--- config.mk ---
export PLATFORM = sky130hd
export DESIGN_NAME = seq_result
export DESIGN_NICKNAME = d
export VERILOG_FILES = /design/src/seq_bus_pkg.sv /design/src/seq_result.sv
export SDC_FILE = /design/constraint.sdc
export NUM_CORES = 1
export LEC_CHECK = 0
export BUFFER_PORTS_ARGS = -buffer_cell sky130_fd_sc_hd__buf_2
export CAP_MARGIN = 20
export CORE_UTILIZATION = 54
export DETAILED_ROUTE_END_ITERATION = 16
export PLACE_DENSITY = 0.83
export SLEW_MARGIN = 10
export SYNTH_ARGS = -nofsm -noshare
export SYNTH_HDL_FRONTEND = slang
export SYNTH_SLANG_ARGS = --single-unit
--- constraint.sdc ---
create_clock -name clock -period 1.48 [get_ports clock]
set_input_delay 0.296 -clock clock [delete_from_list [all_inputs] [get_ports clock]]
set_output_delay 0.296 -clock clock [all_outputs]
set_load 0.005 [all_outputs]
--- src/seq_bus_pkg.sv ---
`default_nettype none

package seq_bus_pkg;

   // sequencer FSM states, code 3 unused
   typedef enum logic [1:0] {
      st_reset = 2'd0,
      st_ready = 2'd1,
      st_error = 2'd2
   } seq_state_t;

   // 12-bit device command
   typedef struct packed {
      logic [3:0] cmd;
      logic [7:0] arg;
   } seq_cmd_t;

   // command plus per-device write enables
   typedef struct packed {
      seq_cmd_t   payload;
      logic [7:0] dev_wen;
   } seq_cmd_strobe_t;

endpackage

`default_nettype wire

--- src/seq_result.sv ---
`timescale 1ns/100ps
`default_nettype none

module seq_result (
   input  logic                         clock,
   input  logic                         reset,
   input  seq_bus_pkg::seq_cmd_strobe_t strobe,
   output seq_bus_pkg::seq_cmd_t        oreg,
   output logic [7:0]                   oreg_wen,
   output seq_bus_pkg::seq_cmd_t        dev_cmd [8]
);

   // strobe is zero on idle cycles, so oreg_wen pulses for one cycle
   always_ff @(posedge clock) begin
      if (reset) begin
         oreg     <= '0;
         oreg_wen <= 8'd0;
      end else begin
         oreg     <= strobe.payload;
         oreg_wen <= strobe.dev_wen;
      end
   end

   // last command seen by each device
   for (genvar d = 0; d < 8; d++) begin : g_dev
      always_ff @(posedge clock) begin
         if (reset) begin
            dev_cmd[d] <= '0;
         end else if (strobe.dev_wen[d]) begin
            dev_cmd[d] <= strobe.payload;
         end
      end
   end

endmodule

`default_nettype wire

## After elaboration in Yosys (flattened, before gate mapping)

Cells that the tools add are included.

- Memories: 0
- Logic and storage cells: 19
- RAM bits: 0
- Bits of input ports: 22
- Bits in read-only memories: 0
- Latch bits: 0
- Bits in registers: 116
- Output and inout bits: 116

- $lt $le $gt $ge: 0
- Shift operators: 0
- Muxes and demuxes: 0
- Add/sub/neg operators: 0
- Equal/unequal tests: 0
- Reductions and logical operators: 0
- Div/mod/pow operators: 0
- Multiply operators: 0
- Bitwise logic cells: 0

## Longest topological paths before layout

- Depth after elaboration: 0
- Mapped depth: 4

## Worst setup path before layout

No wires, ideal clock.

- Kind: in2reg
- Start: in strobe[3] (netlist name)
- End: reg dev_cmd[49] (netlist name)
- Arrival: 0.738 ns
- Cell stages on the path: 4
- Path slack: 0.627 ns
- Required time: 1.366 ns
- Setup time: 0.114 ns
- Path buffers: 2
- Cell sequence: buf_6 > buf_8 > mux2i_1 > nor2_1

RTL lines:

| element | line | text |
|---|---|---|
| start, declared | seq_result.sv:7 | `input seq_bus_pkg::seq_cmd_strobe_t strobe,` |
| end signal, assigned by index | seq_result.sv:30 | `dev_cmd[d] <= strobe.payload;` |
| end, declared | seq_result.sv:10 | `output seq_bus_pkg::seq_cmd_t dev_cmd [8]` |

## Worst setup path after layout

- Start: reg dev_cmd[24] (netlist name)
- End: out dev_cmd[24] (netlist name)

No word-level cell between the ends.

==> Implementation_results.wiki <==
{| class="wikitable"
! Metric !! Value
|-
| Reg-to-reg critical path endpoint || dev_cmd[22]$_SDFFE_PP0P_
|-
| Clock tree from TritonCTS || yes
|-
| Reg-to-reg startpoint || dev_cmd[22]$_SDFFE_PP0P_
|-
| Total Wirelength || 9580 um
|-
| Pin count of the biggest net entering global routing || 41
|-
| Sequential area share after synthesis || 0.554
|-
| Filler cells || 575
|-
| Total congestion overflow || 0
|-
| Final critical-path share of the clock period || 0.861
|-
| Critical-path cell list || buf_2
|-
| Total chip power || 8.31 mW
|-
| Antenna-violating nets left || 0
|-
| FF+latch count, synth || 116
|-
| HPWL after DPL || 6180 um
|-
| Height of the die || 90.1 um
|-
| Fraction of synthesized cell area in xor and xnor cells || 0
|-
| Number of input and output port buffers inserted || 137
|-
| Crit Path Max Fanout || 2
|-
| Yosys warns || 0
|-
| Post-cts repair resize count || 0
|-
| Global-route wire length before repair || 15,000 um
|-
| Synth area leaders || sky130_fd_sc_hd__dfxtp_1, sky130_fd_sc_hd__mux2i_1, sky130_fd_sc_hd__nor2_1
|-
| Vias/cell || 4.90
|-
| Number of cells on the worst hold path || 2
|-
| Area share of the largest cell type after synthesis || 0.554
|-
| Multiplexer fraction of the synthesized cell area || 0.229
|-
| Bufs and invs on worst path || 1
|-
| Initial Util || 0.569
|-
| Instance count of the mapped netlist || 369
|-
| Clock latency reported for the late side of the worst-skew pair || 0.50 ns
|-
| Outcome || finished, final reports clean
|-
| Cell chosen for the clock root || sky130_fd_sc_hd__clkbuf_8
|-
| Capturing element type of the critical path || output pin
|-
| Number of standard cells in the layout, taps in and fillers out || 599
|-
| Standard cell with the maximum stage delay on the critical path || sky130_fd_sc_hd__dfxtp_1
|-
| Worst reg-to-reg setup slack || 0.83 ns
|-
| Max Cap Violations || 0
|-
| Io pins || 138
|-
| Adder-cell share of the synthesized area || 0
|-
| Clock Sinks || 116
|-
| Synthesized area divided by synthesized cell count || 11.4 um^2
|-
| Vias in the first global route || 2,836
|-
| Start point of the worst hold path || strobe[19]
|-
| Simple logic cell fraction of the synthesized area || 0.118
|-
| Slowest Stage Delay on Critical Path || 0.35 ns
|-
| Number of nets in the final layout || 509
|-
| Placeable Area || 0.00737 mm^2
|-
| Power per cell area || 1580 mW/mm^2
|-
| Critical path start-end classification || reg -> out
|-
| Setup WS pre-CTS || 0.393 ns
|-
| H-Tree Depth || 4
|-
| Count of unique library cells instantiated by Yosys || 11
|-
| Ratio of cells with drive above 1 in the final layout || 0.350
|-
| Worst EP arrival || 0.98 ns
|-
| Leakage power of the design || 2.73 nW
|-
| Max Clock Freq || 785 MHz
|-
| Compound-Gate Fraction of Synth Area || 0
|-
| Required time worst endpoint || 1.18 ns
|-
| Area leader, netlist || sky130_fd_sc_hd__dfxtp_1
|-
| Netlist area before placement || 0.00419 mm^2
|-
| CTS hold repair buffers || 0
|-
| Std cell rows || 31
|-
| Longest Clk Path Bufs || 2
|-
| Via total after detailed routing || 2,933
|-
| Diodes inserted || 0
|-
| Hold endpoint || oreg[11]$_SDFF_PP0_
|-
| Worst Tran Pin Value || 0.409 ns
|-
| Number of antenna violations at the first check in global routing || 0
|-
| DRT Pass-1 Iters || 4
|-
| Worst-case headroom to the max-slew limit || 0.727
|-
| Average wire per cell in the routed design || 16.0 um
|-
| Max rail drop VDD || 0.984 mV
|-
| Post-Synthesis Net Count || 391
|-
| Number of post-CTS setup repair buffers || 0
|-
| Routability Congestion || 0.712
|-
| Cells after DPL || 567
|-
| Clock transition at the registers of the reported paths || 0.06 ns
|-
| Final hold vios || 0
|-
| Fin. max-slew vios || 0
|-
| Fin worst setup slack || 0.205 ns
|-
| Remaining routing DRC violations || 0
|-
| Worst min-delay path class || in -> reg
|-
| Setup violators final || 0
|-
| Dominant combinational cell family by area after synthesis || multiplexers
|-
| Setup repair after global routing missed its margin || no
|-
| Critical Path Start || dev_cmd[24]$_SDFFE_PP0P_
|-
| Die width || 90.1 um
|-
| TritonCTS buffer count || 17
|-
| Cell depth of the worst flop-to-flop path || 2
|-
| Syn-to-layout area delta || 25.5%
|-
| Initial DRC Count || 108
|-
| Overall die area || 0.00812 mm^2
|-
| Setup total negative slack || 0 ns
|-
| Element type at the critical path start || register
|-
| Family of cells with the greatest summed delay on the critical path || flip-flops
|-
| Final worst path period need || 1.27 ns
|-
| Aggregate global-route resource usage || 0.243
|-
| Clock skew after layout || 0 ns
|}
==> sequential cells by signal, summed over array words and instances, names as in the netlist <==
name / flops
oreg_wen: 8
oreg: 12
dev_cmd: 96
==> layout by cell type (no fill, tap or decap), drive strengths merged <==
cell type  count
clkinvlp       3
nor2          96
nor2b         20
clkinv         5
buf          140
dfxtp        116
clkbuf        20
mux2i         96
bufinv         4
==> how the worst max path moves through the flow <==
stage,to,slack (ns),cells past startpoint
CTS,dev_cmd[30],0.19,1
finish,dev_cmd[24],0.21,1
detailed placement,dev_cmd[22]$_SDFFE_PP0P_,0.39,3
floorplan,dev_cmd[49]$_SDFFE_PP0P_,0.63,4
global placement,dev_cmd[60]$_SDFFE_PP0P_,0.43,3
global route,dev_cmd[30],0.16,1
==> routing by layer <==
layer	track usage	share of wire	vias up	routed length, um
li1	-	-	1424	-
met4	0.0941	0.013	0	129
met1	0.290	0.44	1391	4170
met2	0.405	0.49	105	4710
met5	0	0	-	0
met3	0.0795	0.059	13	569
==> worst reg2reg max path: stages, from the launching register on <==
cell and delay [ns]:
sky130_fd_sc_hd__dfxtp_1 0.32, sky130_fd_sc_hd__mux2i_1 0.16, sky130_fd_sc_hd__nor2_1 0.07
==> through the flow <==
stage	hold slack, ns	util	cell area [um^2]
finish	0.147	0.714	5260
CTS	0.124	0.714	5260
global placement	0.467	0.629	4640
global route	0.139	0.714	5260
detailed placement	0.473	0.629	4640
floorplan	0.485	-	4190
==> final cells by class <==
cell class,count,area (um^2),area share
sequential,116,2320,0.441
multi-input combinational,212,1460,0.277
timing repair buffer,140,736,0.140
clock buffer,20,445,0.0846
clock inverter,12,179,0.0340
tap,99,124,0.0235
==> synth_stat cells (all sizes together) <==
library cell,n
buf,38
clkbuf,3
dfxtp,116
mux2i,96
nor2,96
nor2b,20
==> where the power goes <==
group	switching, mW	leakage, nW	internal (mW)
sequential	0.0868	0.960	3.31
clock	1.41	0.297	2.82
combinational	0.366	1.47	0.313
total	1.86	2.73	6.45
==> logic make-up after synthesis <==
| kind of cell | Yosys count |
|---|---|
| simple gates | 116 |
| mux | 96 |
| buf+inv | 41 |
| flops | 116 |
Note: power is estimated with default switching activity, not from simulation.
