File: src/seq_bus_pkg.sv
`default_nettype none

package seq_bus_pkg;

   // sequencer FSM states, code 3 unused
   typedef enum logic [1:0] {
      st_reset = 2'd0,
      st_ready = 2'd1,
      st_error = 2'd2
   } seq_state_t;

   // 12-bit device command
   typedef struct packed {
      logic [3:0] cmd;
      logic [7:0] arg;
   } seq_cmd_t;

   // command plus per-device write enables
   typedef struct packed {
      seq_cmd_t   payload;
      logic [7:0] dev_wen;
   } seq_cmd_strobe_t;

endpackage

`default_nettype wire

File: src/seq_isa_pkg.sv
`default_nettype none

package seq_isa_pkg;

   // opcode field, values 7..15 are illegal
   typedef enum logic [3:0] {
      op_no = 4'd0,  // no operation
      op_ci = 4'd1,  // command, immediate arg
      op_cr = 4'd2,  // command, arg from input register
      op_ji = 4'd3,  // jump to label
      op_jr = 4'd4,  // jump to input register value
      op_jz = 4'd5,  // jump if register zero
      op_jn = 4'd6   // jump if register nonzero
   } seq_opcode_t;

   // 20-bit instruction word
   //   hi = {spare, dev[2:0], cmd[3:0]} or an 8-bit jump label
   //   lo = immediate arg, or source select in lo[1:0]
   typedef struct packed {
      logic [3:0] opcode;
      logic [7:0] hi;
      logic [7:0] lo;
   } seq_inst_t;

   // decode output, consumed by execute
   typedef struct packed {
      seq_opcode_t op;
      logic        illegal;
      logic [7:0]  dev_onehot;
      logic [3:0]  cmd;
      logic [7:0]  imm;         // argument for ci
      logic [7:0]  label;       // branch target
      logic [7:0]  operand;     // selected input register
   } seq_decoded_t;

endpackage

`default_nettype wire
File: src/seq_execute.sv
`timescale 1ns/100ps
`default_nettype none

module seq_execute (
   input  logic                         clock,
   input  logic                         reset,
   input  logic                         run,
   input  seq_isa_pkg::seq_decoded_t    dec,
   output logic [7:0]                   next,
   output logic                         error,
   output seq_bus_pkg::seq_cmd_strobe_t strobe
);
   import seq_isa_pkg::*;
   import seq_bus_pkg::*;

   seq_state_t state;
   seq_state_t state_nxt;
   logic [7:0] addr;
   logic [7:0] addr_nxt;
   logic [7:0] addr_inc;
   logic       step;   // an instruction executes this cycle
   logic       issue;  // ci or cr goes out

   assign addr_inc = addr + 8'd1;  // wraps 255 -> 0
   assign step     = (state == st_ready) && run;
   assign issue    = step && !dec.illegal && (dec.op inside {op_ci, op_cr});

   always_comb begin
      state_nxt = state;
      addr_nxt  = addr;
      case (state)
         st_reset: begin
            state_nxt = st_ready;
            addr_nxt  = 8'd0;
         end
         st_ready: begin
            if (run && dec.illegal) begin
               state_nxt = st_error;
               addr_nxt  = 8'd0;
            end else if (run) begin
               case (dec.op)
                  op_ji: addr_nxt = dec.label;
                  op_jr: addr_nxt = dec.operand;
                  op_jz: addr_nxt = (dec.operand == 8'd0) ? dec.label : addr_inc;
                  op_jn: addr_nxt = (dec.operand != 8'd0) ? dec.label : addr_inc;
                  default: addr_nxt = addr_inc;  // no, ci, cr
               endcase
            end
         end
         default: begin
            // sticky until reset, also catches the unused code
            state_nxt = st_error;
            addr_nxt  = 8'd0;
         end
      endcase
   end

   always_ff @(posedge clock) begin
      if (reset) begin
         state <= st_reset;
         addr  <= 8'd0;
      end else begin
         state <= state_nxt;
         addr  <= addr_nxt;
      end
   end

   // outgoing command, all zero unless issuing
   always_comb begin
      strobe = '0;
      if (issue) begin
         strobe.payload.cmd = dec.cmd;
         strobe.payload.arg = (dec.op == op_cr) ? dec.operand : dec.imm;
         strobe.dev_wen     = dec.dev_onehot;
      end
   end

   assign next  = addr;
   assign error = (state == st_error);

endmodule

`default_nettype wire

File: config.mk
export PLATFORM = sky130hd
export DESIGN_NAME = seq_execute
export DESIGN_NICKNAME = d
export VERILOG_FILES = /design/src/seq_bus_pkg.sv /design/src/seq_isa_pkg.sv /design/src/seq_execute.sv
export SDC_FILE = /design/constraint.sdc
export NUM_CORES = 1
export LEC_CHECK = 0
export BUFFER_PORTS_ARGS = -buffer_cell sky130_fd_sc_hd__buf_2
export CAP_MARGIN = 30
export CELL_PAD_IN_SITES_DETAIL_PLACEMENT = 1
export CELL_PAD_IN_SITES_GLOBAL_PLACEMENT = 1
export CORE_MARGIN = 8
export CORE_UTILIZATION = 27
export CTS_BUF_LIST = sky130_fd_sc_hd__clkbuf_2 sky130_fd_sc_hd__clkbuf_4 sky130_fd_sc_hd__clkbuf_8
export DETAILED_ROUTE_END_ITERATION = 6
export PLACE_DENSITY_LB_ADDON = 0.25
export RECOVER_POWER = 100
export SKIP_LAST_GASP = 1
export SLEW_MARGIN = 0
export SYNTH_ARGS = -nofsm -noshare
export SYNTH_HDL_FRONTEND = slang
export SYNTH_SLANG_ARGS = --single-unit
File: constraint.sdc
create_clock -name clock -period 2.8 [get_ports clock]
set_clock_uncertainty 0.1 [all_clocks]
set_input_delay 0.42 -clock clock [delete_from_list [all_inputs] [get_ports clock]]
set_output_delay 0.42 -clock clock [all_outputs]
set_load 0.05 [all_outputs]
# [Word level (Yosys, flattened, before mapping)]
# Cells that the tools add are included.
[totals] register_bits=10 inputBits=44
[classes] addsub=1 eq_ne=9 muxes=7 bitwise_logic=1 reduce_logical=10
[ops] operator="case mux 8 bit (4 select lines)" count=1
[ops] operator="2-to-1 mux 8 bit" count=3
[ops] operator="2-to-1 mux 20 bit" count=1
[ops] operator="== test 4 x 3 -> 1 bit (second input constant)" count=3
[ops] operator="adder 8 x 1 -> 8 bit (second input constant)" count=1
[ops] operator="== test 4 x 2 -> 1 bit (second input constant)" count=2
[ops] operator="zero test 8 bit" count=1
[ops] operator="nonzero test 8 bit" count=1
[ops] operator="== test 4 x 1 -> 1 bit (second input constant)" count=1
[ops] operator="logical AND 1 bit" count=4
[ops] operator="case mux 2 bit (2 select lines)" count=1
[ops] operator="OR reduction 3 bit" count=1
[ops] operator="== test 2 x 1 -> 1 bit (second input constant)" count=1
[ops] operator="== test 2 bit (second input constant)" count=1
[ops] operator="zero test 2 bit" count=1
[ops] operator="2-to-1 mux 2 bit" count=1
[ops] operator="inequality test 2 x 1 -> 1 bit (second input constant)" count=1
[ops] operator="nonzero test 2 bit" count=1
[ops] operator="zero test 1 bit" count=1
[ops] operator="inverter 1 bit" count=1

# [Longest topological paths before layout]
[depth] ltp_word=5 depth_mapped=6 mapped_depth_nobuf=6

# [Worst setup path before layout]
# Ideal clock, no wire load.
[synth_path] kind="in2out" from="input port dec[38] (netlist bit)" to="output port strobe[10] (netlist bit)" arrival_time_ps=1987 path_slack_ps=293 stages=5 path_buffers=1 path_cell_list="clkbuf_2 -> nand2b_1 -> nor3_1 -> nand2_1 -> a21oi_1"
[synth_rtl] item="from (decl)" line="seq_execute.sv:8" source="input seq_isa_pkg::seq_decoded_t dec,"
[synth_rtl] item="to (decl)" line="seq_execute.sv:11" source="output seq_bus_pkg::seq_cmd_strobe_t strobe"

# [Worst setup path after layout]
[layout_path] from="input port dec[0] (netlist bit)" to="register addr[0] (netlist: next[0])"
[layout_via] elab_chain_cells=3 elab_cells_between_ends=5 classes_between="mux: 3; reduce/logical: 2"
[layout_rtl] item="nonzero test 8 bit or zero test 8 bit (tied branches)" line="seq_execute.sv:45, seq_execute.sv:44"
[layout_rtl] item="2-to-1 mux 8 bit (on tied branches)" line="seq_execute.sv:45, seq_execute.sv:44"
[layout_rtl] item="case mux 8 bit (4 select lines) *" line="seq_execute.sv:41" source="case (dec.op)"
[layout_rtl] item="to (signal assigned)" line="seq_execute.sv:64" source="addr <= addr_nxt;"
[layout_rtl] item="to (decl)" line="seq_execute.sv:18" source="logic [7:0] addr;"
# Every way passes the cells marked *; elsewhere a longest branch is shown, timed or not.
# A chain may end at the register's enable or synchronous reset.

==> results.md <==
- After synthesis, the mean cell area works out to 6.74 um^2.
- Of the cells placed in the final design, the portion with a size suffix greater than 1 is 28.2%.
- The run finished with clean final reports.
- Subtracting the final worst setup slack from the clock period gives 2530 ps.
- In the final routed layout, each cell accounts on average for 14.6 um.
- The critical-path maximum fanout is 6.
- The CTS sink count is 10.
- The analysis attributes to cell leakage a power of 0.674 nW.
- TritonCTS built the clock tree.
- The global-route wire length before repair is 6.44 mm.
- The residual overflow from global routing is 0.
- In this run the most critical hold path is launched from reset.
- The number of distinct library cells after synthesis is 34.
- The number of nets with antenna violations after routing is 0.
- Dividing the detail-routed via count by the number of cells gives 4.87.
- Once layout is complete, the cells apart from fillers number 268.
- CTS built an H-tree with a depth of 1.
- The initial detailed-routing violation count is 101.
- Grouping stages by cell kind, the critical path spends the most delay in simple AND/OR/NAND/NOR gates.
- Once detailed placement completed, the half-perimeter wirelength came to 3.29 mm.
- Relative to the synthesized area, the layout overhead comes to 41.7%.
- The worst setup path is of the input pin to register kind.
- Synthesis inferred 10 register bits.
- Measured against its own limit, the worst slew margin works out to 45.2%.
- Setup repair after global routing left no endpoint under its margin.
- The most critical setup path has its startpoint at dec[0].
- The highest achievable clock rate is 395 MHz.
- The Yosys step of the flow raised 0 warnings.
- The total setup buffers inserted after CTS is 0.
- Post-CTS repair changed the size of 0 cells.
- Dividing the final minimum period by the clock period gives 90.4%.
- The hold buffer count at cts is 0.
- The first detailed-routing pass took 5 iterations.
- In this run the vertical extent of the chip is 76.6 um.
- The number of buffers created by CTS is 3.
- The critical-path cell with the highest stage delay is sky130_fd_sc_hd__or4_1.
- Row generation in the floorplan step produced 22 rows.
- The total number of nets in the final design is 266.
- In this run the standard cell core region covers 3610 um^2.
- In the layout the commonest cells are sky130_fd_sc_hd__buf_2, sky130_fd_sc_hd__nand2_1, sky130_fd_sc_hd__clkbuf_1.
- The number of nets in the synthesized netlist is 192.
- Traced cell by cell, the critical path runs through clkbuf_1, or4_1, or4_4, a31oi_1, a21oi_1, a211oi_1.
- Across all layers, the routed design uses 1304 vias.
- The root cell of the clock tree is sky130_fd_sc_hd__clkbuf_8.
- In this design, the stage delay of the slowest critical-path cell is 580 ps.
- At the pin with the least slew margin, the transition time is 822 ps.
- The library cell used most frequently in the layout, excluding fill and tap cells, is sky130_fd_sc_hd__buf_2.
- The die width is 76.6 um.
- The instance count after placement with tap cells included is 264.
- The number of antenna cells inserted is 0.
- The later pin in the worst-skew pair is clocked with a latency of 240 ps.
- The class of the worst hold path is input pin to register.
- The area of the mapped netlist is 991 um^2.
- In the final layout, the multi-input gates occupy 724 um^2.
- In this run the tool buffered the top-level ports with 72 buffer cells.
- At the end of routability-driven placement, the weighted congestion stood at 0.810.
- The sequential cell area fraction in the yosys report is 20.2%.
- The number of setup violations in the final report is 0.
- Across every metal layer, demand over resource in global routing totals 12.9%.
- The total power divided by cell area is 322 nW/um^2.
- For this run, design rule violations remaining after detail routing come to 0.
- The startpoint identified for the worst register-to-register timing path is state[1].
- Registers take 200 um^2.
- Counting both buffers and inverters, the worst setup path holds a total of 1.
- On the final layout, the worst hold slack is 282 ps.
- The completed layout was analyzed and its total power is 0.000452 W.
- The endpoint type of the worst setup path is a register.
- The number of inserted filler cells in the final layout is 511.
- The number of buffers on the longest clock path is 2.
- The number of hold violations in the final report is 0.
- The startpoint class of the critical path is an input pin.
- The top-level I/O count is 73.
- Entering global routing, the biggest net connects 21 pins.
- The sum of negative setup slack is 0 ps.
- The maximum resistive drop on vdd is 0.000115 V.
- The die area is 5860 um^2.
- The initial antenna violation count is 0.
- The initial utilization of the core area, before any placement, comes to 27.5%.
- The number of instances in the synthesized netlist is 147.
- The required time of the critical path is 2860 ps.
- After clock tree synthesis, the clock-pin slew on the worst setup and hold paths is 50 ps.
- The post-detailed-routing wire length is 3.93 mm.
- The max-slew violation count is 0.
- The number of global-route vias before repair is 1312.
- Across the run, the number of max-cap violations was 0.
- The data arrival time at the worst-slack endpoint is 2590 ps.
## stage by stage
stage	worst slack (ps)	util (%)	cell area [um^2]
final	268	38.9	1400
after global routing	190	38.9	1400
after CTS	475	40.2	1450
after detailed placement	263	38.7	1390
after global placement	290	38.7	1390
after floorplan	293	-	991
## flip-flops by register name (all words and copies together), names as in the netlist
register,flops
state,2
next,8
## path summary, 6_finish.rpt
path         endpoint  slack, ps  cells past startpoint
max reg2reg   next[0]       1140                      4
max           next[0]        270                      6
min reg2reg  state[1]        410                      2
min          state[0]        280                      2
## report_power, final
group / internal (W) / leakage [nW] / switching (W)
Clock: 0.000124 / 0.0288 / 0.0000607
Sequential: 0.000148 / 0.0814 / 0.00000573
Combinational: 0.0000450 / 0.564 / 0.0000695
Total: 0.000317 / 0.674 / 0.000136
## kinds of logic after synthesis
| group | after synthesis | synth area share (%) |
|---|---|---|
| compound gates | 37 | 25.3 |
| xor+xnor | 5 | 4.42 |
| fa+ha+maj | 1 | 1.26 |
| buf+inv | 9 | 5.18 |
| flops | 10 | 20.2 |
| simple gates | 85 | 43.7 |
## routing by layer
| layer | global-route usage, % | up-vias | share of wire (%) |
|---|---|---|---|
| met5 | 0 | - | 0 |
| met4 | 4.04 | 0 | 1.1 |
| met3 | 5.07 | 4 | 9.0 |
| met2 | 20.6 | 49 | 46 |
| met1 | 15.3 | 585 | 44 |
| li1 | - | 666 | - |
## final cells by class
class	count	area share [%]
multi-input combinational	128	51.6
tap	48	4.28
timing repair buffer	75	25.1
inverter	3	0.802
clock buffer	4	3.92
sequential	10	14.3
## synth_stat cells, drive strengths merged
cell type  number  area share [%]
nand3           7             3.5
o211ai          1            0.76
a31o            1            0.88
clkbuf          3             1.3
or3             1            0.63
xor2            4             3.5
ha              1             1.3
buf             3             2.8
a211oi          2             1.5
nor3            2             1.0
or4             4             3.8
and3            4             2.5
a31oi           8             6.6
o21ai           9             4.5
dfxtp          10              20
or2b            1            0.76
and2b           1            0.88
and2           14             9.0
nor2           10             3.8
xnor2           1            0.88
nor2b           5             3.2
a21oi          10             5.1
nor4b           1            0.88
a211o           1            0.88
nand2b          2             1.3
nand2          33              13
inv             3             1.1
a221oi          5             5.0
(Power assumes the default switching activity.)
