File: config.mk
export PLATFORM = sky130hd
export DESIGN_NAME = seq_decode
export DESIGN_NICKNAME = d
export VERILOG_FILES = /design/src/seq_isa_pkg.sv /design/src/seq_decode.sv
export SDC_FILE = /design/constraint.sdc
export NUM_CORES = 1
export LEC_CHECK = 0
export BUFFER_PORTS_ARGS = -buffer_cell sky130_fd_sc_hd__buf_2
export CORE_ASPECT_RATIO = 1.2
export CORE_MARGIN = 2
export CORE_UTILIZATION = 28
export DETAILED_ROUTE_END_ITERATION = 8
export PLACE_DENSITY = 0.91
export SETUP_SLACK_MARGIN = 0.3
export SYNTH_ARGS = -nofsm -noshare
export SYNTH_HDL_FRONTEND = slang
export SYNTH_SLANG_ARGS = --single-unit
File: constraint.sdc
create_clock -name vclk -period 1.8
set_input_delay 0.36 -clock vclk [all_inputs]
set_output_delay 0.36 -clock vclk [all_outputs]
set_load 0.05 [all_outputs]
File: src/seq_isa_pkg.sv
`default_nettype none

package seq_isa_pkg;

   // opcode field, values 7..15 are illegal
   typedef enum logic [3:0] {
      op_no = 4'd0,  // no operation
      op_ci = 4'd1,  // command, immediate arg
      op_cr = 4'd2,  // command, arg from input register
      op_ji = 4'd3,  // jump to label
      op_jr = 4'd4,  // jump to input register value
      op_jz = 4'd5,  // jump if register zero
      op_jn = 4'd6   // jump if register nonzero
   } seq_opcode_t;

   // 20-bit instruction word
   //   hi = {spare, dev[2:0], cmd[3:0]} or an 8-bit jump label
   //   lo = immediate arg, or source select in lo[1:0]
   typedef struct packed {
      logic [3:0] opcode;
      logic [7:0] hi;
      logic [7:0] lo;
   } seq_inst_t;

   // decode output, consumed by execute
   typedef struct packed {
      seq_opcode_t op;
      logic        illegal;
      logic [7:0]  dev_onehot;
      logic [3:0]  cmd;
      logic [7:0]  imm;         // argument for ci
      logic [7:0]  label;       // branch target
      logic [7:0]  operand;     // selected input register
   } seq_decoded_t;

endpackage

`default_nettype wire
File: src/seq_decode.sv
`timescale 1ns/100ps
`default_nettype none

module seq_decode (
   input  logic [7:0]                ireg [4],
   input  seq_isa_pkg::seq_inst_t    inst,
   output seq_isa_pkg::seq_decoded_t dec
);
   import seq_isa_pkg::*;

   logic [2:0] dev_num;
   logic [1:0] src_sel;
   logic       bad_op;

   assign dev_num = inst.hi[6:4];  // hi[7] is spare
   assign src_sel = inst.lo[1:0];
   assign bad_op  = inst.opcode > 4'(op_jn);

   always_comb begin
      dec            = '0;
      dec.op         = seq_opcode_t'(inst.opcode);
      dec.illegal    = bad_op;
      dec.dev_onehot = 8'd1 << dev_num;
      dec.cmd        = inst.hi[3:0];
      dec.imm        = inst.lo;
      dec.label      = inst.hi;     // whole byte when used as a target
      dec.operand    = ireg[src_sel];
   end

endmodule

`default_nettype wire

== Yosys cells after proc, flatten, opt, wreduce, memory -nomap -nowiden ==
Cells that the tools add are included.

* Register bits: 0
* Input bits: 52
* Output and inout bits: 41

* Order comparisons: 2
* Shift-type cells: 1
* Multiplexer cells: 3
* Bitwise operators: 1

{| class="wikitable"
|+ Operator list
! kind !! number
|-
| 8-bit binary-select mux with 2-bit select || 1
|-
| 8-bit 2-to-1 mux || 2
|-
| 1-bit by 3-bit left shift with 8-bit output (first input constant) || 1
|-
| 4-bit by 3-bit > comparator with 1-bit output (second input constant) || 1
|-
| 3-bit >= comparator (second input constant) || 1
|-
| 2-bit NOT with 3-bit output || 1
|}

== Logic depth before layout (Yosys ltp) ==
Gate-level depths: netlist (run 1).

* Word-level depth: 4
* Gate-level depth with buffers: 2
* Gate-level depth less buffers: 1

== Worst setup path after synthesis (run 1) ==
Ideal clock, no wire load.

* Kind: in2out
* From: in inst[13] (netlist bit)
* To: out dec[29] (netlist bit)
* Data arrival time: 1.518 ns
* Required time: 1.440 ns
* Slack: -0.078 ns
* Cell stages on the path: 1
* Path buffers: 0
* Path through: nor3b_1

* Cells in the longest elaborated chain, start to end: 1

{| class="wikitable"
|+ Ends and longest elaborated chain
! element !! RTL line !! source
|-
| start: declaration || seq_decode.sv:6 || <nowiki>input seq_isa_pkg::seq_inst_t inst,</nowiki>
|-
| 1-bit by 3-bit left shift with 8-bit output || seq_decode.sv:23 || <nowiki>dec.dev_onehot = 8'd1 << dev_num;</nowiki>
|-
| end: declaration || seq_decode.sv:7 || <nowiki>output seq_isa_pkg::seq_decoded_t dec</nowiki>
|}

No other way between the ends.

==> results of run 1 <==
==> logic make-up (layout without fill, tap and decap cells) <==
family	count (synthesis)	in the layout	share of synthesized area, %
AOI/OAI and AO/OA	1	1	1.93
buffers and inverters	27	68	45.0
muxes	8	8	39.8
and+or+nand+nor	8	8	13.3
==> repair_timing <==
item / 4_1_cts / 5_1_grt
resized for setup: 22 / 1
gates cloned: 1 / 0
setup endpoints to repair: 8 / 6
==> routing by layer <==
layer	track usage [%]	routed length, µm	up-vias
met5	0	0	-
met4	0.667	0	0
met3	3.26	176	0
met2	31.1	805	47
met1	9.09	355	223
li1	-	-	223
==> final timing paths <==
| path | from | to | slack (ns) |
|---|---|---|---|
| max | inst[0] | dec[1] | 0.30 |
| min | inst[4] | dec[20] | 0.72 |
==> layout by cell type, fill, tap and decap left out, drive strengths merged <==
master / instances
buf: 68
mux4: 8
and3b: 3
nor3b: 3
and3: 1
nor3: 1
a31o: 1
==> power by group through the flow <==
stage / Sequential (mW) / Clock, mW / Combinational, mW
2_1_floorplan: 0 / 0 / 0.298
3_3_place_gp: 0 / 0 / 0.271
3_5_place_dp: 0 / 0 / 0.274
4_1_cts: 0 / 0 / 0.314
5_1_grt: 0 / 0 / 0.330
6_report: 0 / 0 / 0.314
==> cell type report <==
type	count	area [µm²]
Multi-Input combinational cell	17	269
Timing Repair Buffer	68	435
Tap cell	17	21.3
Fill cell	137	757
==> metrics by stage <==
stage	setup slack [ns]	hold slack, ns
6_report	0.297	0.720
3_5_place_dp	0.0419	0.720
2_1_floorplan	0.303	0.815
5_1_grt	0.280	0.720
4_1_cts	0.288	0.720
3_3_place_gp	0.0595	0.720
==> out/summary.txt, run 1 <==
Status: complete, no violations
Ys Warns: 0
Core ar.: 1480 µm²
Initial Utilization: 30.5%
Cell internal pwr: 127 µW
RSZ-0062 raised after global routing: yes
Routed len/inst: 13.1 µm
Logic gate share of total power: 100.0%
Cell count after synthesis: 44
Syn-to-layout area delta: 60.2%
Global-route wire length before repair: 1.79 mm
Row cnt: 15
CP Buf/Inv Count: 2
Die area: 1960 µm²
TritonRoute pass-1 iters: 1
Leakage: 0.403 nW
Flop pwr share: 0%
Maximum vdd drop: 170 µV
Tightest Pin Transition: 0.251 ns
Routed vias/inst: 4.83
Mapped Area: 453 µm²
Vias in the first global route: 452
Post-DP Area: 626 µm²
NetSw: 187 µW
Slew Limit Headroom: 83.4%
Remaining antenna violation count: 0
Design area: 726 µm²
Final Slew Violations: 0
Hold Path Class: primary input to output pin
Final worst path period need: 1.50 ns
Max FO, Critical Path: 5
F_max: 0.666 GHz
CP max-delay cell: mux4_2
Final Core Density: 48.9%
Synth area leaders: buf_4 (41%), mux4_2 (40%), and3b_1 (5.8%), nor3b_1 (5.0%), buf_6 (2.5%)
Critical Path RT: 1.44 ns
Fin nets: 139
Post-synth top area cell: buf_4
Max Cap Viol: 0
Die H: 48.1 µm
# setup viols final: 0
Post-Syn Nets: 96
Ant. Diodes: 0
Postcts setup bufs: 0
Area share of the largest cell type after synthesis: 41.4%
Initial antenna violation count: 0
Max incr delay on CP: 0.52 ns
Critical Path AT: 1.14 ns
Top cells by count, synth: buf_4 (25), mux4_2 (8), and3b_1 (3), nor3b_1 (3)
Setup TNS: 0 ns
Gr usage total: 13.0%
Die W: 40.7 µm
Clock share of power: 0%
Via count: 493
Distinct cells, synth: 9
Setup CP Type: primary input to output pin
Min-Delay Path Depth: 0
WL final: 1.34 mm
Critical path depth in cells: 3
Element type at the critical path start: primary input
Clock buf count: 0
PwrDens: 432 nW/µm²
Fin cells: 102
CP top delay family: multiplexers
First DRT Iteration DRCs: 0
Hold Buf Count CTS: 0
Layout cells sized above 1: 95.3%
RePlAce Congestion: 0.661
Fin crit share: 83.5%
Seq Cell Count: 0
# IOs: 93
Cell Count Post-Placement: 101
Mean Syn Cell Area: 10.3 µm²
Switching Share: 59.6%
Count leader, synth: buf_4
Sequential Area: 0 µm²
Number of buffers added on ports: 67
Total power: 314 µW
DRC viols: 0
Largest net degree at the start of global routing: 10
Critical-path cell list: buf_12 -> mux4_2 -> buf_8
Crit end category: output pin
Seq/Total Area, Yosys: 0%
Final Hold Viols: 0
GRT overflow: 0
No activity file was read; power rests on OpenSTA's default activity.
==> run 2: changes to the inputs <==
--- a/config.mk
+++ b/config.mk
@@ -5,12 +5,13 @@
 export SDC_FILE = /design/constraint.sdc
 export NUM_CORES = 1
 export LEC_CHECK = 0
+export ABC_AREA = 1
 export BUFFER_PORTS_ARGS = -buffer_cell sky130_fd_sc_hd__buf_2
 export CORE_ASPECT_RATIO = 1.2
 export CORE_MARGIN = 2
-export CORE_UTILIZATION = 28
+export CORE_UTILIZATION = 29
 export DETAILED_ROUTE_END_ITERATION = 8
-export PLACE_DENSITY = 0.91
+export PLACE_DENSITY = 0.81
 export SETUP_SLACK_MARGIN = 0.3
 export SYNTH_ARGS = -nofsm -noshare
 export SYNTH_HDL_FRONTEND = slang
==> constraint.sdc (replaced) <==
create_clock -name vclk -period 1.26
set_input_delay 0.252 -clock vclk [all_inputs]
set_output_delay 0.252 -clock vclk [all_outputs]
set_load 0.05 [all_outputs]
==> out/summary.txt, run 2 <==
NetSw: 453 µW (+140%)
PwrDens: 474 nW/µm² (+9.6%)
Initial Utilization: 30.9% (+0.34 points)
Maximum vdd drop: 329 µV (+94%)
Count leader, synth: nand2_1
Max Cap Viol: 0 (unchanged)
Synth area leaders: buf_4 (30%), nand2_1 (24%), inv_1 (21%), nand3_1 (13%), nor3_1 (6.2%)
RePlAce Congestion: 0.715 (+8.1%)
DRC viols: 0 (unchanged)
Routed len/inst: 13.4 µm (+2.0%)
Critical path origin: inst[12]
Post-DP Area: 1120 µm² (+80%)
HPWL after detailed placement: 1.63 mm
Crit end category: output pin
Mapped Area: 647 µm² (+43%)
Flop pwr share: 0% (unchanged)
Vias in the first global route: 993 (+120%)
WL final: 2.78 mm (+110%)
Worst hold endpoint: dec[20]
Metal3 WL: 266 µm (+51%)
Mean Syn Cell Area: 4.86 µm² (-53%)
RSZ-0062 raised after global routing: yes
Largest net degree at the start of global routing: 17 (+7)
Critical-path cell list: buf_8 -> clkinvlp_4 -> nor3_4 -> buf_6
First DRT Iteration DRCs: 13 (+13)
Most frequent cells in the layout: buf_2 (43), inv_1 (34), nand2_4 (21)
Gr usage total: 22.0% (+9.0 points)
Seq Cell Count: 0 (unchanged)
Fillers: 152 (+11%)
Hold Path Class: primary input to output pin
Design area: 1610 µm² (+120%)
Core ar.: 2090 µm² (+41%)
Highest layer used for signal routing: met4
Die W: 47.1 µm (+16%)
Top cells by count, synth: nand2_1 (41), inv_1 (37), buf_4 (26), nand3_1 (17), nor3_1 (8)
Area share of the largest cell type after synthesis: 30.2% (-11 points)
Via count: 950 (+93%)
WL met1: 786 µm (+120%)
TritonRoute pass-1 iters: 4 (+3)
Post-synth top area cell: buf_4
Seq/Total Area, Yosys: 0% (unchanged)
Clock buf count: 0 (unchanged)
Logic gate share of total power: 100.0% (about the same)
Commonest non-fill, non-tap cell in the layout: buf_2
Met2 WL: 1.67 mm (+110%)
Critical Path RT: 1.01 ns (-0.43 ns)
Min-Delay Path Depth: 0 (unchanged)
F_max: 0.831 GHz
Cell count after synthesis: 133 (+200%)
Min-Delay Startpoint: inst[4]
Global-route wire length before repair: 4.35 mm (+140%)
CP Buf/Inv Count: 3 (+1)
Row cnt: 18 (+3)
Tightest Pin Transition: 0.351 ns (+0.0996 ns)
Final worst path period need: 1.20 ns
Sequential Area: 0 µm² (unchanged)
Max incr delay on CP: 0.24 ns (-0.28 ns)
Leakage: 0.894 nW (+120%)
Slew Limit Headroom: 76.6% (-6.8 points)
Die area: 2630 µm² (+34%)
Postcts setup bufs: 0 (unchanged)
Max FO, Critical Path: 4 (-1)
Total power: 761 µW (+140%)
CP max-delay cell: nor3_4
Final Hold Viols: 0 (unchanged)
Fin crit share: 95.5%
Number of buffers added on ports: 67 (unchanged)
Element type at the critical path start: primary input
Initial antenna violation count: 0 (unchanged)
GRT overflow: 0 (unchanged)
Syn-to-layout area delta: 148%
Post-Syn Nets: 185 (+93%)
CP top delay family: buffers and inverters
Fin nets: 232 (+67%)
Cell internal pwr: 308 µW (+140%)
Distinct cells, synth: 8 (-1)
Routed vias/inst: 4.57 (-5.5%)
Switching Share: 59.5% (-0.067 points)
Ant. Diodes: 0 (unchanged)
Remaining antenna violation count: 0 (unchanged)
# setup viols final: 0 (unchanged)
# IOs: 93 (unchanged)
Clock share of power: 0% (unchanged)
Die H: 55.7 µm (+16%)
Layout cells sized above 1: 77.5% (-18 points)
Final Slew Violations: 0 (unchanged)
Ys Warns: 0 (unchanged)
Status: complete, no violations
Setup CP Type: primary input to output pin
Critical Path AT: 0.95 ns (-0.19 ns)
Hold Buf Count CTS: 0 (unchanged)
[run 2: cells by family (layout without fill, tap and decap cells)]
logic type / Yosys count / after routing / share of synthesized area (%)
buffers and inverters: 67 / 112 / 56.9
and+or+nand+nor: 66 / 66 / 43.1
[run 2: worst max path at each step]
| stage | end | slack, ns | cells past startpoint |
|---|---|---|---|
| 6_report | dec[33] | 0.06 | 4 |
| 5_1_grt | dec[34] | 0.04 | 4 |
| 4_1_cts | dec[33] | 0.07 | 4 |
| 3_5_place_dp | dec[1] | -0.06 | 6 |
| 3_3_place_gp | dec[3] | -0.04 | 6 |
| 2_1_floorplan | dec[35] | 0.13 | 2 |
[run 2: per-layer routing]
| metal | vias up | track usage [%] |
|---|---|---|
| met2 | 55 | 43.1 |
| met3 | 12 | 5.52 |
| li1 | 456 | - |
| met4 | 0 | 7.14 |
| met5 | - | 0 |
| met1 | 427 | 19.9 |
[run 2: timing repair]
item,in CTS,in global routing
gates resized for setup,98,19
hold endpoints to repair,0,0
gates cloned,1,0
pin swaps,28,18
endpoints found under the setup margin,20,16
[run 2: area by class of cell]
cell class         count  area [µm²]  share of cell area (%)
multi-input cells     66         742                    46.2
repair buffers        74         656                    40.8
well taps             30        37.5                    2.34
inverters             38         170                    10.6
[run 2: metrics by stage]
step / util (%) / std cells / setup WS [ns] / setup TNS [ns] / hold WS (ns)
2_1_floorplan: - / 133 / 0.127 / 0 / 0.563
3_3_place_gp: 53.7 / 207 / -0.0444 / -0.230 / 0.504
3_5_place_dp: 53.7 / 207 / -0.0605 / -0.352 / 0.504
4_1_cts: 71.9 / 208 / 0.0677 / 0 / 0.504
5_1_grt: 76.6 / 208 / 0.0387 / 0 / 0.504
6_report: 76.6 / 208 / 0.0564 / 0 / 0.504
[run 2: power groups by stage]
stage	Combinational, mW	Clock [mW]	Sequential, mW
2_1_floorplan	0.533	0	0
3_3_place_gp	0.537	0	0
3_5_place_dp	0.543	0	0
4_1_cts	0.714	0	0
5_1_grt	0.799	0	0
6_report	0.761	0	0
